==> src/rtl/adc_bus_config.svh <==
`ifndef ADC_BUS_CONFIG_SVH
`define ADC_BUS_CONFIG_SVH

// ------------------------------
// Address map
// ------------------------------
`define ADC_BASE_ADDR   8'h01   // Matched against addr[31:24]
`define ADC_WIN_DRP     8'h00   // Converter DRP window, addr[23:16]
`define ADC_WIN_SFR     8'h10   // Register bank window, addr[23:16]

// Register bank size in 32-bit words
`define ADC_SFR_REGS    3

// ------------------------------
// DRP geometry
// ------------------------------
`define ADC_DRP_AW      7       // DRP address bits
`define ADC_DRP_DW      16      // DRP data bits

`endif

==> src/rtl/adc_bus_pkg.sv <==
`include "adc_bus_config.svh"

package adc_bus_pkg;

    // ------------------------------
    // Native memory bus
    // ------------------------------
    // CPU to peripheral, 69 bits
    typedef struct packed {
        logic        valid;
        logic [31:0] addr;
        logic [31:0] wdata;
        logic [3:0]  wstrb;     // All zero for a read
    } mem_fwd_t;

    // Peripheral to CPU, 33 bits
    // Idle blocks drive all zeros so replies can be ORed
    typedef struct packed {
        logic        ready;
        logic [31:0] rdata;
    } mem_ret_t;

    // ------------------------------
    // Converter DRP
    // ------------------------------
    typedef struct packed {
        logic                   den;    // One-cycle enable
        logic                   dwe;    // Write, only with den
        logic [`ADC_DRP_AW-1:0] daddr;
        logic [`ADC_DRP_DW-1:0] di;
    } drp_req_t;

    typedef struct packed {
        logic                   drdy;
        logic [`ADC_DRP_DW-1:0] dout;
    } drp_rsp_t;

    // Converter status outputs
    typedef struct packed {
        logic       busy;
        logic       eoc;    // End of conversion
        logic       eos;    // End of sequence
        logic       ot;     // Over-temperature
        logic [4:0] channel;
        logic [7:0] alm;
    } adc_status_t;

endpackage

==> src/rtl/adc_event_capture.sv <==
`timescale 1ns/1ps
`include "adc_bus_config.svh"

module adc_event_capture (
    input  logic                              clk,
    input  logic                              rst,
    input  logic                              trigger_in,
    input  adc_bus_pkg::adc_status_t          adc_status,
    input  logic [31:0]                       reg_wdata,
    input  logic [`ADC_SFR_REGS-1:0]          reg_wstrb,
    output logic [`ADC_SFR_REGS-1:0][31:0]    reg_out,
    output logic                              convst,
    output logic                              adc_reset
);

    // ------------------------------
    // Trigger synchronizer
    // ------------------------------
    logic trig_m;
    logic trig_s;
    logic [31:0] ctrl_q;    // Word 2, bit 0 enables trigger

    always_ff @(posedge clk) begin
        if (rst) begin
            trig_m <= 1'b0;
            trig_s <= 1'b0;
        end else begin
            trig_m <= trigger_in;   // First stage may go metastable
            trig_s <= trig_m;
        end
    end

    assign convst = trig_s && ctrl_q[0];

    // ------------------------------
    // Control, counter, soft reset
    // ------------------------------
    logic        eoc_d;
    logic        eoc_rise;
    logic [31:0] count_q;
    logic        adc_reset_q;

    assign eoc_rise = adc_status.eoc && !eoc_d;

    always_ff @(posedge clk) begin
        if (rst) begin
            ctrl_q      <= 32'h0;
            eoc_d       <= 1'b0;
            count_q     <= 32'h0;
            adc_reset_q <= 1'b1;    // Converter held in reset with the system
        end else begin
            eoc_d       <= adc_status.eoc;
            adc_reset_q <= reg_wstrb[0] && reg_wdata[0];    // Soft reset pulse
            if (reg_wstrb[2]) begin
                ctrl_q <= reg_wdata;
            end
            if (reg_wstrb[1]) begin
                count_q <= 32'h0;               // Any write clears
            end else if (eoc_rise) begin
                count_q <= count_q + 32'd1;
            end
        end
    end

    assign adc_reset = adc_reset_q;

    // Word 0 status layout
    assign reg_out[0] = {8'h0, adc_status.alm, 3'h0, adc_status.channel,
                         4'h0, adc_status.ot, adc_status.eos,
                         adc_status.eoc, adc_status.busy};
    assign reg_out[1] = count_q;
    assign reg_out[2] = ctrl_q;

endmodule

==> src/rtl/adc_periph.sv <==
`timescale 1ns/1ps
`include "adc_bus_config.svh"

module adc_periph (
    input  logic                      clk,
    input  logic                      rst,
    input  logic                      trigger_in,    // External conversion trigger
    input  adc_bus_pkg::mem_fwd_t     mem_fwd,
    output adc_bus_pkg::mem_ret_t     mem_ret,
    // Converter macro sits outside this level
    output adc_bus_pkg::drp_req_t     drp_req,
    input  adc_bus_pkg::drp_rsp_t     drp_rsp,
    input  adc_bus_pkg::adc_status_t  adc_status,
    output logic                      convst,
    output logic                      adc_reset
);

    import adc_bus_pkg::*;

    // ------------------------------
    // Bus replies
    // ------------------------------
    mem_ret_t sfr_ret;
    mem_ret_t drp_ret;

    // Idle blocks return zero, so OR merges them
    assign mem_ret = mem_ret_t'(sfr_ret | drp_ret);

    // Register bank to capture block
    logic [`ADC_SFR_REGS-1:0][31:0] reg_in;
    logic [31:0]                    reg_wdata;
    logic [`ADC_SFR_REGS-1:0]       reg_wstrb;

    // ------------------------------
    // Instances
    // ------------------------------
    sfr_bank #(
        .N_REGS    (`ADC_SFR_REGS)
    ) sfr_bank_i (
        .clk       (clk),
        .rst       (rst),
        .mem_fwd   (mem_fwd),
        .mem_ret   (sfr_ret),
        .reg_in    (reg_in),
        .reg_wdata (reg_wdata),
        .reg_wstrb (reg_wstrb)
    );

    drp_bridge drp_bridge_i (
        .clk       (clk),
        .rst       (rst),
        .mem_fwd   (mem_fwd),
        .mem_ret   (drp_ret),
        .drp_req   (drp_req),
        .drp_rsp   (drp_rsp)
    );

    adc_event_capture adc_event_capture_i (
        .clk        (clk),
        .rst        (rst),
        .trigger_in (trigger_in),
        .adc_status (adc_status),
        .reg_wdata  (reg_wdata),
        .reg_wstrb  (reg_wstrb),
        .reg_out    (reg_in),
        .convst     (convst),
        .adc_reset  (adc_reset)
    );

endmodule

==> src/rtl/drp_bridge.sv <==
`timescale 1ns/1ps
`include "adc_bus_config.svh"

module drp_bridge (
    input  logic                  clk,
    input  logic                  rst,
    input  adc_bus_pkg::mem_fwd_t mem_fwd,
    output adc_bus_pkg::mem_ret_t mem_ret,
    output adc_bus_pkg::drp_req_t drp_req,
    input  adc_bus_pkg::drp_rsp_t drp_rsp
);

    typedef enum logic [1:0] {
        st_idle,    // Free for a new request
        st_wait,    // DRP access in flight
        st_reply    // Bus reply cycle
    } state_t;

    state_t state_q;

    // ------------------------------
    // Window decode
    // ------------------------------
    logic win_hit;
    logic full_wr;
    logic full_rd;
    logic accept;
    logic guard_q;  // One idle cycle after each reply

    assign win_hit = mem_fwd.valid &&
                     (mem_fwd.addr[31:16] == {`ADC_BASE_ADDR, `ADC_WIN_DRP});
    assign full_wr = &mem_fwd.wstrb;
    assign full_rd = ~|mem_fwd.wstrb;

    // One access outstanding at most
    assign accept = win_hit && (full_wr || full_rd) &&
                    (state_q == st_idle) && !guard_q;

    // ------------------------------
    // Controller
    // ------------------------------
    logic den_q;

    always_ff @(posedge clk) begin
        if (rst) begin
            state_q <= st_idle;
            guard_q <= 1'b0;
            den_q   <= 1'b0;
        end else begin
            den_q   <= 1'b0;    // Single pulse by default
            guard_q <= 1'b0;
            case (state_q)
                st_idle: begin
                    if (accept) begin
                        den_q   <= 1'b1;    // den one cycle after acceptance
                        state_q <= st_wait;
                    end
                end
                st_wait: begin
                    if (drp_rsp.drdy) begin
                        state_q <= st_reply;
                    end
                end
                st_reply: begin
                    state_q <= st_idle;
                    guard_q <= 1'b1;    // CPU still holds valid this edge
                end
                default: state_q <= st_idle;
            endcase
        end
    end

    // ------------------------------
    // Payload registers
    // ------------------------------
    logic                   write_q;
    logic [`ADC_DRP_AW-1:0] daddr_q;
    logic [`ADC_DRP_DW-1:0] di_q;
    logic [31:0]            rdata_q;

    always_ff @(posedge clk) begin
        if (accept) begin
            write_q <= full_wr;
            daddr_q <= mem_fwd.addr[`ADC_DRP_AW+1:2];   // Word address
            di_q    <= mem_fwd.wdata[`ADC_DRP_DW-1:0];
        end
        if ((state_q == st_wait) && drp_rsp.drdy) begin
            // Write replies carry zero
            rdata_q <= write_q ? 32'h0 : {{(32-`ADC_DRP_DW){1'b0}}, drp_rsp.dout};
        end
    end

    // DRP side
    assign drp_req.den   = den_q;
    assign drp_req.dwe   = den_q && write_q;
    assign drp_req.daddr = daddr_q;
    assign drp_req.di    = di_q;

    // Bus side, quiet outside st_reply
    assign mem_ret.ready = (state_q == st_reply);
    assign mem_ret.rdata = (state_q == st_reply) ? rdata_q : 32'h0;

endmodule

==> src/rtl/sfr_bank.sv <==
`timescale 1ns/1ps
`include "adc_bus_config.svh"

module sfr_bank #(
    parameter int N_REGS = `ADC_SFR_REGS
) (
    input  logic                          clk,
    input  logic                          rst,
    input  adc_bus_pkg::mem_fwd_t         mem_fwd,
    output adc_bus_pkg::mem_ret_t         mem_ret,
    input  logic [N_REGS-1:0][31:0]       reg_in,     // Read view of each word
    output logic [31:0]                   reg_wdata,
    output logic [N_REGS-1:0]             reg_wstrb   // One-cycle write pulse per word
);

    // Word index width, at least addr[3:2]
    localparam int IDX_W = (N_REGS > 4) ? $clog2(N_REGS) : 2;

    // ------------------------------
    // Window decode
    // ------------------------------
    logic             win_hit;
    logic             full_wr;
    logic             full_rd;
    logic             hit;
    logic             accept;
    logic [IDX_W-1:0] idx;

    assign win_hit = mem_fwd.valid &&
                     (mem_fwd.addr[31:16] == {`ADC_BASE_ADDR, `ADC_WIN_SFR});
    assign full_wr = &mem_fwd.wstrb;        // All four bytes
    assign full_rd = ~|mem_fwd.wstrb;
    assign hit     = win_hit && (full_wr || full_rd); // Partial words never claimed
    assign idx     = mem_fwd.addr[IDX_W+1:2];

    // ------------------------------
    // Reply sequencing
    // ------------------------------
    logic        ready_q;   // Reply cycle
    logic        guard_q;   // Cycle after reply, request ignored
    logic [31:0] rdata_q;
    logic [31:0] rd_word;

    // Accept only when neither replying nor in guard
    assign accept = hit && !ready_q && !guard_q;

    always_ff @(posedge clk) begin
        if (rst) begin
            ready_q <= 1'b0;
            guard_q <= 1'b0;
        end else begin
            ready_q <= accept;
            guard_q <= ready_q;
        end
    end

    // Read mux, unmapped words give zero
    always_comb begin
        rd_word = '0;
        for (int i = 0; i < N_REGS; i++) begin
            if (idx == IDX_W'(i)) begin
                rd_word = reg_in[i];
            end
        end
    end

    // Payload, captured on the accepting edge
    always_ff @(posedge clk) begin
        if (accept) begin
            rdata_q <= full_rd ? rd_word : 32'h0; // Writes reply with zero
        end
    end

    // Zero outside the reply cycle for the OR combine
    assign mem_ret.ready = ready_q;
    assign mem_ret.rdata = ready_q ? rdata_q : 32'h0;

    // ------------------------------
    // Write strobes
    // ------------------------------
    assign reg_wdata = mem_fwd.wdata;

    always_comb begin
        for (int i = 0; i < N_REGS; i++) begin
            // High in the cycle ending at the accepting edge
            reg_wstrb[i] = accept && full_wr && (idx == IDX_W'(i));
        end
    end

endmodule

==> config.mk <==
export PLATFORM = sky130hd
export DESIGN_NAME = adc_periph
export DESIGN_NICKNAME = d
export VERILOG_FILES = /design/src/rtl/adc_bus_pkg.sv /design/src/rtl/adc_event_capture.sv /design/src/rtl/adc_periph.sv /design/src/rtl/drp_bridge.sv /design/src/rtl/sfr_bank.sv
export VERILOG_INCLUDE_DIRS = /design/src /design/src/rtl
export SDC_FILE = /design/constraint.sdc
export NUM_CORES = 1
export LEC_CHECK = 0
export ABC_AREA = 1
export BUFFER_PORTS_ARGS = -buffer_cell sky130_fd_sc_hd__buf_2
export CAP_MARGIN = 25
export CELL_PAD_IN_SITES_DETAIL_PLACEMENT = 0
export CELL_PAD_IN_SITES_GLOBAL_PLACEMENT = 1
export CORE_MARGIN = 4
export CORE_UTILIZATION = 35
export DETAILED_ROUTE_END_ITERATION = 6
export GPL_ROUTABILITY_DRIVEN = 0
export HOLD_SLACK_MARGIN = 0.05
export PLACE_DENSITY_LB_ADDON = 0.15
export REMOVE_ABC_BUFFERS = 1
export SYNTH_ARGS = -nofsm -noshare
export SYNTH_HDL_FRONTEND = slang
export SYNTH_SLANG_ARGS = --single-unit
==> constraint.sdc <==
create_clock -name clk -period 3 [get_ports clk]
set_input_delay 0.3 -clock clk [delete_from_list [all_inputs] [get_ports clk]]
set_output_delay 0.3 -clock clk [all_outputs]
set_load 0.005 [all_outputs]
# Yosys cells after proc, flatten, opt, wreduce, memory -nomap -nowiden
# Cells that the tools add are included.
# totals
reg_bits	162
output_inout_bits	60
# op_classes
n_addsub	1
eq_ne	8
reduce_logical	30
n_mux	10
bitwise_logic	2
# ops
cell	n
32-bit two-way mux	4
33-bit OR	1
32-bit by 1-bit adder with 32-bit output, second input constant	1
16-bit by 9-bit equality test with 1-bit output, second input constant	2
24-bit two-way mux	1
1-bit logical AND	17
1-bit zero test	5
2-bit by 1-bit equality test with 1-bit output, second input constant	2
2-bit equality test, second input constant	2
2-bit zero test	2
2-bit two-way mux	2
2-bit one-hot mux with 2 select lines	1
4-bit AND reduction	1
2-bit OR reduction	2
4-bit OR reduction	1
1-bit two-way mux	2
2-bit by 1-bit inequality test with 1-bit output, second input constant	1
2-bit inequality test, second input constant	1
2-bit AND reduction	1
1-bit logical OR	1
1-bit NOT	1

# Logic depth before layout (Yosys ltp)
# Gate-level depths: netlist (run 1).
# logic_depth
word_depth	9
depth_mapped	11
depth_no_buf	10

# Cells and area by module
# A second synthesis (run 1) with hierarchy kept.
# unflattened
hier_cells	1156
area_unflattened_um2	8151.6
# by_module_without_submodules
module	cells_per_inst	instances	area_per_inst_um2
adc_event_capture	462	1	3241.9
sfr_bank	399	1	2581.2
drp_bridge	196	1	1956.9
adc_periph	99	1	371.6

# Least setup slack after synthesis (run 1)
# Ideal clock, no wire load.
# synth_timing
path_type	input-to-reg
from	in mem_fwd[3] (netlist name)
to	reg drp_bridge_i.daddr_q[0] (enable)
t_arrival_ns	2.520
cell_stages	5
path_slack_ns	0.043
t_required_ns	2.562
path_cell_list	nor2_1 nand2_1 nand2_1 nand2_2 nor3_1
# synth_between
elab_chain_cells	6
elab_cells_between_ends	7
# synth_lines
element	line	rtl
start: declaration	adc_periph.sv:8	input adc_bus_pkg::mem_fwd_t mem_fwd,
4-bit OR reduction	drp_bridge.sv:33	assign full_rd = ~|mem_fwd.wstrb;
1-bit zero test	drp_bridge.sv:33	
1-bit logical OR *	drp_bridge.sv:36	assign accept = win_hit && (full_wr || full_rd) &&
1-bit logical AND * (2 in a row)	drp_bridge.sv:36	
1-bit logical AND *	drp_bridge.sv:37	(state_q == st_idle) && !guard_q;
named net drp_bridge_i.accept	drp_bridge.sv:27	logic accept;
end signal: assignment	drp_bridge.sv:84	daddr_q <= mem_fwd.addr[`ADC_DRP_AW+1:2];
end: declaration	drp_bridge.sv:77	logic [`ADC_DRP_AW-1:0] daddr_q;
# Mark *: on every way through the listed nets, which the timed path passes. The rest lies on a longest branch.
# A chain may end at the register's enable or synchronous reset.

==> results of run 1 <==
layer usage:
metal,vias to the layer above,GRT usage (%),part of all wire (%)
met1,2677,24.46,47
li1,3129,-,-
met2,145,29.31,47
met4,0,5.078,0.67
met5,-,0,0
met3,7,3.301,5.6
cell usage in the layout (no fill, tap or decap), types with 2 or more instances in the layout:
cell           synthesis  routed
clkinv_1               3       3
buf_4                  3      14
inv_1                198     198
nand3_2                2       2
clkinv_2               1       3
o211ai_1               9       9
nand2_1              239     239
clkbuf_1              22       2
a21oi_1               17      17
nor3_1                12      11
nor2_1               123     123
dfxtp_1               74      74
clkbuf_16              0      20
edfxtp_1              72      72
clkbuf_8               0       4
buf_2                  7     156
nand3_1               15      15
xnor2_1                3       3
nand2_2                2       2
nor2_2                 3       3
nand4_1               44      44
xor2_1                16      16
o21ai_0                5       5
dlygate4sd3_1          0       9
a32o_1                16      16
o221ai_1               6       6
inv_2                  3       3
cell type report:
class	instances	area [um^2]
clock buffers	26	563.0
fillers	2076	10850
clock inverters	6	62.56
inverters	205	770.7
well taps	265	331.6
repair buffers	179	975.9
flip-flops and latches	146	3643
multi-input cells	518	2454
cell families (layout without fill, tap and decap cells):
kind of cell | Yosys count | in the layout | share of synthesized area, %
compound gates | 55 | 55 | 5.755
fa+ha+maj | 1 | 1 | 0.1776
buf+inv | 242 | 416 | 13.52
flops | 146 | 146 | 51.72
simple gates | 443 | 443 | 26.47
xor+xnor | 19 | 19 | 2.362
registers in the layout, indices dropped and copies added (netlist names):
name and flops:
adc_event_capture_i.ctrl_q 32, drp_bridge_i.daddr_q 7, adc_event_capture_i.adc_reset 1, adc_event_capture_i.count_q 32
drp_bridge_i.write_q 1, drp_bridge_i.di_q 16, sfr_bank_i.rdata_q 32, sfr_bank_i.guard_q 1
drp_bridge_i.rdata_q 16, drp_bridge_i.state_q 2, adc_event_capture_i.trig_s 1, drp_bridge_i.den_q 1
adc_event_capture_i.trig_m 1, adc_event_capture_i.eoc_d 1, sfr_bank_i.ready_q 1, drp_bridge_i.guard_q 1
timing repair:
item | in CTS | in global routing
gates resized for setup | 0 | 0
hold buffers | 9 | 0
hold endpoints to repair | 9 | 0
power groups by stage:
stage	logic [mW]	clock network (mW)	registers, mW
floorplan	0.0840	0	2.13
global placement	0.201	0	2.13
detailed placement	0.202	0	2.13
CTS	0.212	2.25	2.09
global route	0.237	2.34	2.09
finish	0.210	2.20	2.09
final timing paths:
kind / startpoint / end / depth (start not counted)
setup / recovery: drp_bridge_i.state_q[0] / mem_ret[9] / 3
setup reg to reg: sfr_bank_i.ready_q / adc_event_capture_i.ctrl_q[23] / 9
hold / removal: mem_fwd[13] / drp_bridge_i.di_q[9] / 1
hold reg to reg: adc_event_capture_i.trig_m / adc_event_capture_i.trig_s / 2
==> flow_metrics.py, run 1 <==
metrics = {
    "timing": {
        "finalCritPeriodShare_pct": 67.65,
        "worstMarginPinSlew_ns": 0.7113,
        "hold_ws_ns": 0.07445,
        "fmax_mhz": 492.7,
        "slew_headroom_pct": 52.53,
        "finClkSkew_ns": 0.01209,
        "hold_viol": 0,
        "period_needed_ns": 2.030,
        "slew_violations": 0,
        "finalSetupTns_ns": 0,
        "setup_ws_ns": 0.9704,
        "rsz0062_at_grt": "no",
        "setup_violations": 0,
    },
    "power_and_ir_drop": {
        "pwr-share-clk_pct": 48.9,
        "pwr-share-comb_pct": 4.7,
        "power.density_nw_per_um2": 510.6,
        "p_sw_mw": 0.9413,
        "power_mw": 4.493,
        "peakVddDrop_v": 0.0003931,
        "swShare_pct": 20.95,
        "pwr-share-seq_pct": 46.5,
        "p_int_mw": 3.552,
        "p_leak_nw": 4.107,
    },
    "clocking": {
        "cts_tree": "yes",
        "cts_root_buf": "clkbuf_16",
        "cts_buffers": 17,
        "clock-sinks": 146,
        "cts.path.max_buffers": 2,
        "cts_setup_buffers": 0,
        "clock_latency_ns": 0.42,
        "htreeDepth": 4,
        "cts.reportedPaths.clkPinSlew_ns": 0.06,
    },
    "floorplanning": {
        "placementRows": 51,
        "dieWidth_um": 149.9,
        "start_util_pct": 35.84,
        "die_area_um2": 22460,
        "fp.dieH_um": 149.9,
        "boundaryPins": 166,
        "core-area_um2": 19650,
    },
    "critical_path": {
        "slowest_delay_ns": 0.43,
        "crit_path_top_delay_cell": "clkinv_1",
        "crit_chain": "clkinv_1 -> a32o_1 -> buf_2",
        "path_max_fanout": 18,
        "critPathKind": "flop to primary output",
        "timing.reg2reg.setup_slack_ns": 1.14,
        "cp-end-kind": "primary output",
        "critical_path.top_delay_family": "buffers and inverters",
        "critPathLaunchType": "flop",
        "cp.buffers_inverters": 2,
        "cp_data_arrival_time_ns": 1.73,
        "critPathRequiredTime_ns": 2.70,
    },
    "synthesis": {
        "async_reset_ff_share_pct": 0,
        "synth_common_cells": "nand2_1, inv_1, nor2_1, dfxtp_1, edfxtp_1",
        "synthCells": 906,
        "synth_most_common_cell": "nand2_1",
        "synth.avg_cell_area_um2": 7.775,
        "synth-seq-area-share_pct": 51.72,
        "ys_ff_latch": 146,
        "synth_cell_types": 32,
        "synth.area.top_cells": "edfxtp_1, dfxtp_1, nand2_1",
        "synth-edff-count": 72,
        "yosysTopAreaCellShare_pct": 30.69,
        "syn_area_um2": 7044,
        "yosysTopAreaCell": "edfxtp_1",
        "ys_warn_count": 0,
        "synth_flop_cell": "dfxtp_1",
    },
    "placed_design": {
        "place_ws_ns": 0.9538,
        "dpl.cell_count": 1304,
        "dpl_cell_area_um2": 8085,
        "dp_hpwl_mm": 14.10,
        "numPortBuffers": 156,
    },
    "global_route": {
        "globalRouteTotalUtil_pct": 17.96,
        "antenna_found_initial": 0,
        "grt_pass1_vias": 5764,
        "grt_overflow_total": 0,
        "grt_max_degree": 33,
        "grt_pass1_wl_mm": 31.11,
    },
    "hold_path": {
        "hold_class": "input port to flop",
    },
    "job": {
        "maxCapViolCount": 0,
    },
    "layout": {
        "finish.utilization_pct": 44.78,
        "fin_area_um2": 8801,
        "nNetsFinal": 1174,
        "diodes": 0,
        "finalNonFillerCells": 1345,
        "final_layout_size_suffix_gt1_share_pct": 19.81,
        "area_growth_pct": 24.94,
    },
    "routing": {
        "drt_iter0_markers": 398,
        "via_per_inst": 4.430,
        "ant_nets": 0,
        "first_pass_iters": 4,
        "drc": 0,
        "num_vias": 5958,
        "routed_wl_mm": 19.73,
        "wl_per_cell_um": 14.67,
    },
    "outcome": {
        "status": "finished clean",
    },
}
Note: power is estimated with default switching activity, not from simulation.
==> run 2, diff against run 1 <==
clock period = 1.86 ns   (was 3 ns; I/O delays follow)
==> run 2 against run 1 <==
Against the previous run:
- combinational power increased by 91%
- utilization increased by 2.5 points
- design area grew 5.7%
- routed wire length up 2.1%
- critical endpoint is now adc_event_capture_i.count_q[31]
- sequential power grew 61%
- sequential share of layout area decreased by 2.2 points
- non-clock buffer count increased by 41
- final cell count grew 3.0%
- register-to-register slack worse by 0.92 ns
- flip-flop and latch count unchanged
- worst hold slack got worse by 0.0034 ns
- clock power is 79% higher
==> flow_metrics.py, run 2 (same netlist as run 1, synthesis figures left out) <==
metrics = {
    "critical_path": {
        "r2r_cells": 8,
        "cp_data_arrival_time_ns": 1.99,
        "cp-end-kind": "flop",
        "critPathKind": "input port to flop",
        "slowest_delay_ns": 0.56,
        "critPathRequiredTime_ns": 2.17,
        "crit_chain": "dlygate4sd3_1 -> buf_2 -> nand2_1 -> nor2_1 -> nand3_2 -> nor2_1 -> nand4_1 -> nand2_1 -> nor2_1",
        "timing.reg2reg.setup_slack_ns": 0.22,
        "critPathLaunchType": "input port",
        "rr_startpoint": "adc_event_capture_i.count_q[1]",
        "path_max_fanout": 5,
        "r2r_end": "adc_event_capture_i.count_q[22]",
        "crit_path_top_delay_cell": "dlygate4sd3_1",
        "crit_start": "adc_status[15]",
        "cpMostUsedCell": "nor2_1",
    },
    "outcome": {
        "status": "finished clean",
    },
    "timing": {
        "finalSetupTns_ns": 0,
        "slew_violations": 0,
        "finalCritPeriodShare_pct": 90.15,
        "finClkSkew_ns": 0.007752,
        "hold_viol": 0,
        "setup_violations": 0,
        "hold_ws_ns": 0.07109,
        "rsz0062_at_grt": "no",
        "slew_headroom_pct": 51.27,
        "worstMarginPinSlew_ns": 0.7302,
        "fmax_mhz": 596.4,
        "period_needed_ns": 1.677,
    },
    "clocking": {
        "clock_latency_ns": 0.42,
        "cts_root_buf": "clkbuf_16",
        "ctsResizeCount": 0,
        "clock-sinks": 146,
        "htreeDepth": 4,
        "holdBufCountCts": 39,
        "cts_setup_buffers": 0,
        "cts_tree": "yes",
        "cts.reportedPaths.clkPinSlew_ns": 0.06,
        "cts.path.max_buffers": 2,
        "cts_buffers": 17,
    },
    "floorplanning": {
        "placementRows": 51,
        "core-area_um2": 19650,
        "start_util_pct": 35.84,
        "fp.dieH_um": 149.9,
        "die_area_um2": 22460,
        "boundaryPins": 166,
        "dieWidth_um": 149.9,
    },
    "global_route": {
        "grt_overflow_total": 0,
        "antenna_found_initial": 1,
        "grt_max_degree": 39,
        "globalRouteTotalUtil_pct": 18.29,
        "grt_pass1_vias": 6070,
        "grt_pass1_wl_mm": 31.73,
    },
    "routing": {
        "via_per_inst": 4.442,
        "drt_iter0_markers": 346,
        "wl_per_cell_um": 14.54,
        "ant_nets": 0,
        "first_pass_iters": 6,
        "drc": 0,
        "num_vias": 6156,
        "routed_wl_mm": 20.16,
    },
    "layout": {
        "layout_commonest_cell": "nand2_1",
        "multi_input_area_um2": 2454,
        "nNetsFinal": 1215,
        "finish.utilization_pct": 47.31,
        "final_layout_size_suffix_gt1_share_pct": 20.25,
        "fillerInstances": 2048,
        "diodes": 0,
        "final_cell_mix": "nand2_1, inv_1, buf_2",
        "reg_top3": "adc_event_capture_i.count_q (32), adc_event_capture_i.ctrl_q (32), sfr_bank_i.rdata_q (32)",
        "seq_area_um2": 3643,
        "area_growth_pct": 32.01,
    },
    "power_and_ir_drop": {
        "p_int_mw": 6.087,
        "p_sw_mw": 1.622,
        "pwr-share-clk_pct": 51.1,
        "p_leak_nw": 4.317,
        "peakVddDrop_v": 0.0005996,
        "swShare_pct": 21.04,
        "power.density_nw_per_um2": 829.0,
        "pwr-share-comb_pct": 5.2,
        "pwr-share-seq_pct": 43.7,
    },
    "job": {
        "maxCapViolCount": 0,
    },
    "hold_path": {
        "hold_path_depth": 3,
        "hp-start": "drp_rsp[1]",
        "hold_end": "drp_bridge_i.rdata_q[1]",
        "hold_class": "input port to flop",
    },
    "placed_design": {
        "numPortBuffers": 156,
        "dp_hpwl_mm": 14.31,
    },
}
## run 2: worst max-delay path by stage
stage / to / slack, ns / cells past startpoint
CTS: mem_ret[9] / 0.14 / 3
finish: adc_event_capture_i.count_q[31] / 0.18 / 9
global placement: adc_event_capture_i.count_q[22] / 0.20 / 8
floorplan: drp_bridge_i.daddr_q[0] / -1.14 / 5
detailed placement: adc_event_capture_i.count_q[22] / 0.20 / 8
global route: adc_event_capture_i.count_q[19] / 0.007 / 9
## run 2: per-layer routing
metal / vias up / global-route usage [%] / wire (um)
li1: 3206 / - / -
met1: 2762 / 23.91 / 9213
met2: 167 / 30.43 / 9478
met3: 19 / 3.967 / 1156
met4: 2 / 5.489 / 294
met5: - / 0 / 13
## run 2: through the flow
stage / std cells / worst slack (ns) / area (um^2) / power (mW)
2_1_floorplan: 869 / -1.139 / 6863 / 3.572
6_report: 1386 / 0.1832 / 9299 / 7.709
5_1_grt: 1386 / 0.007440 / 9299 / 7.970
3_5_place_dp: 1315 / 0.1956 / 8230 / 3.775
3_3_place_gp: 1315 / 0.1963 / 8230 / 3.776
4_1_cts: 1386 / 0.1402 / 9299 / 7.808
## run 2: layout make-up
cell class | count | area share, %
clock buffer | 17 | 4.575
clock inverter | 15 | 2.718
inverter | 205 | 8.288
multi-input combinational | 518 | 26.39
sequential | 146 | 39.18
tap | 265 | 3.566
timing repair buffer | 220 | 15.29
## run 2: worst max-delay path: cells and delay by family
family	cells	cell delay (ns)
buffers and inverters	2	0.72
AND/OR/NAND/NOR	7	1.09
## run 2: power groups by stage
stage	Clock, mW	Sequential, mW	Combinational (mW)
final	3.94	3.37	0.402
after global routing	4.15	3.37	0.451
after CTS	4.04	3.37	0.405
after detailed placement	0	3.44	0.338
after global placement	0	3.44	0.338
after floorplan	0	3.44	0.136
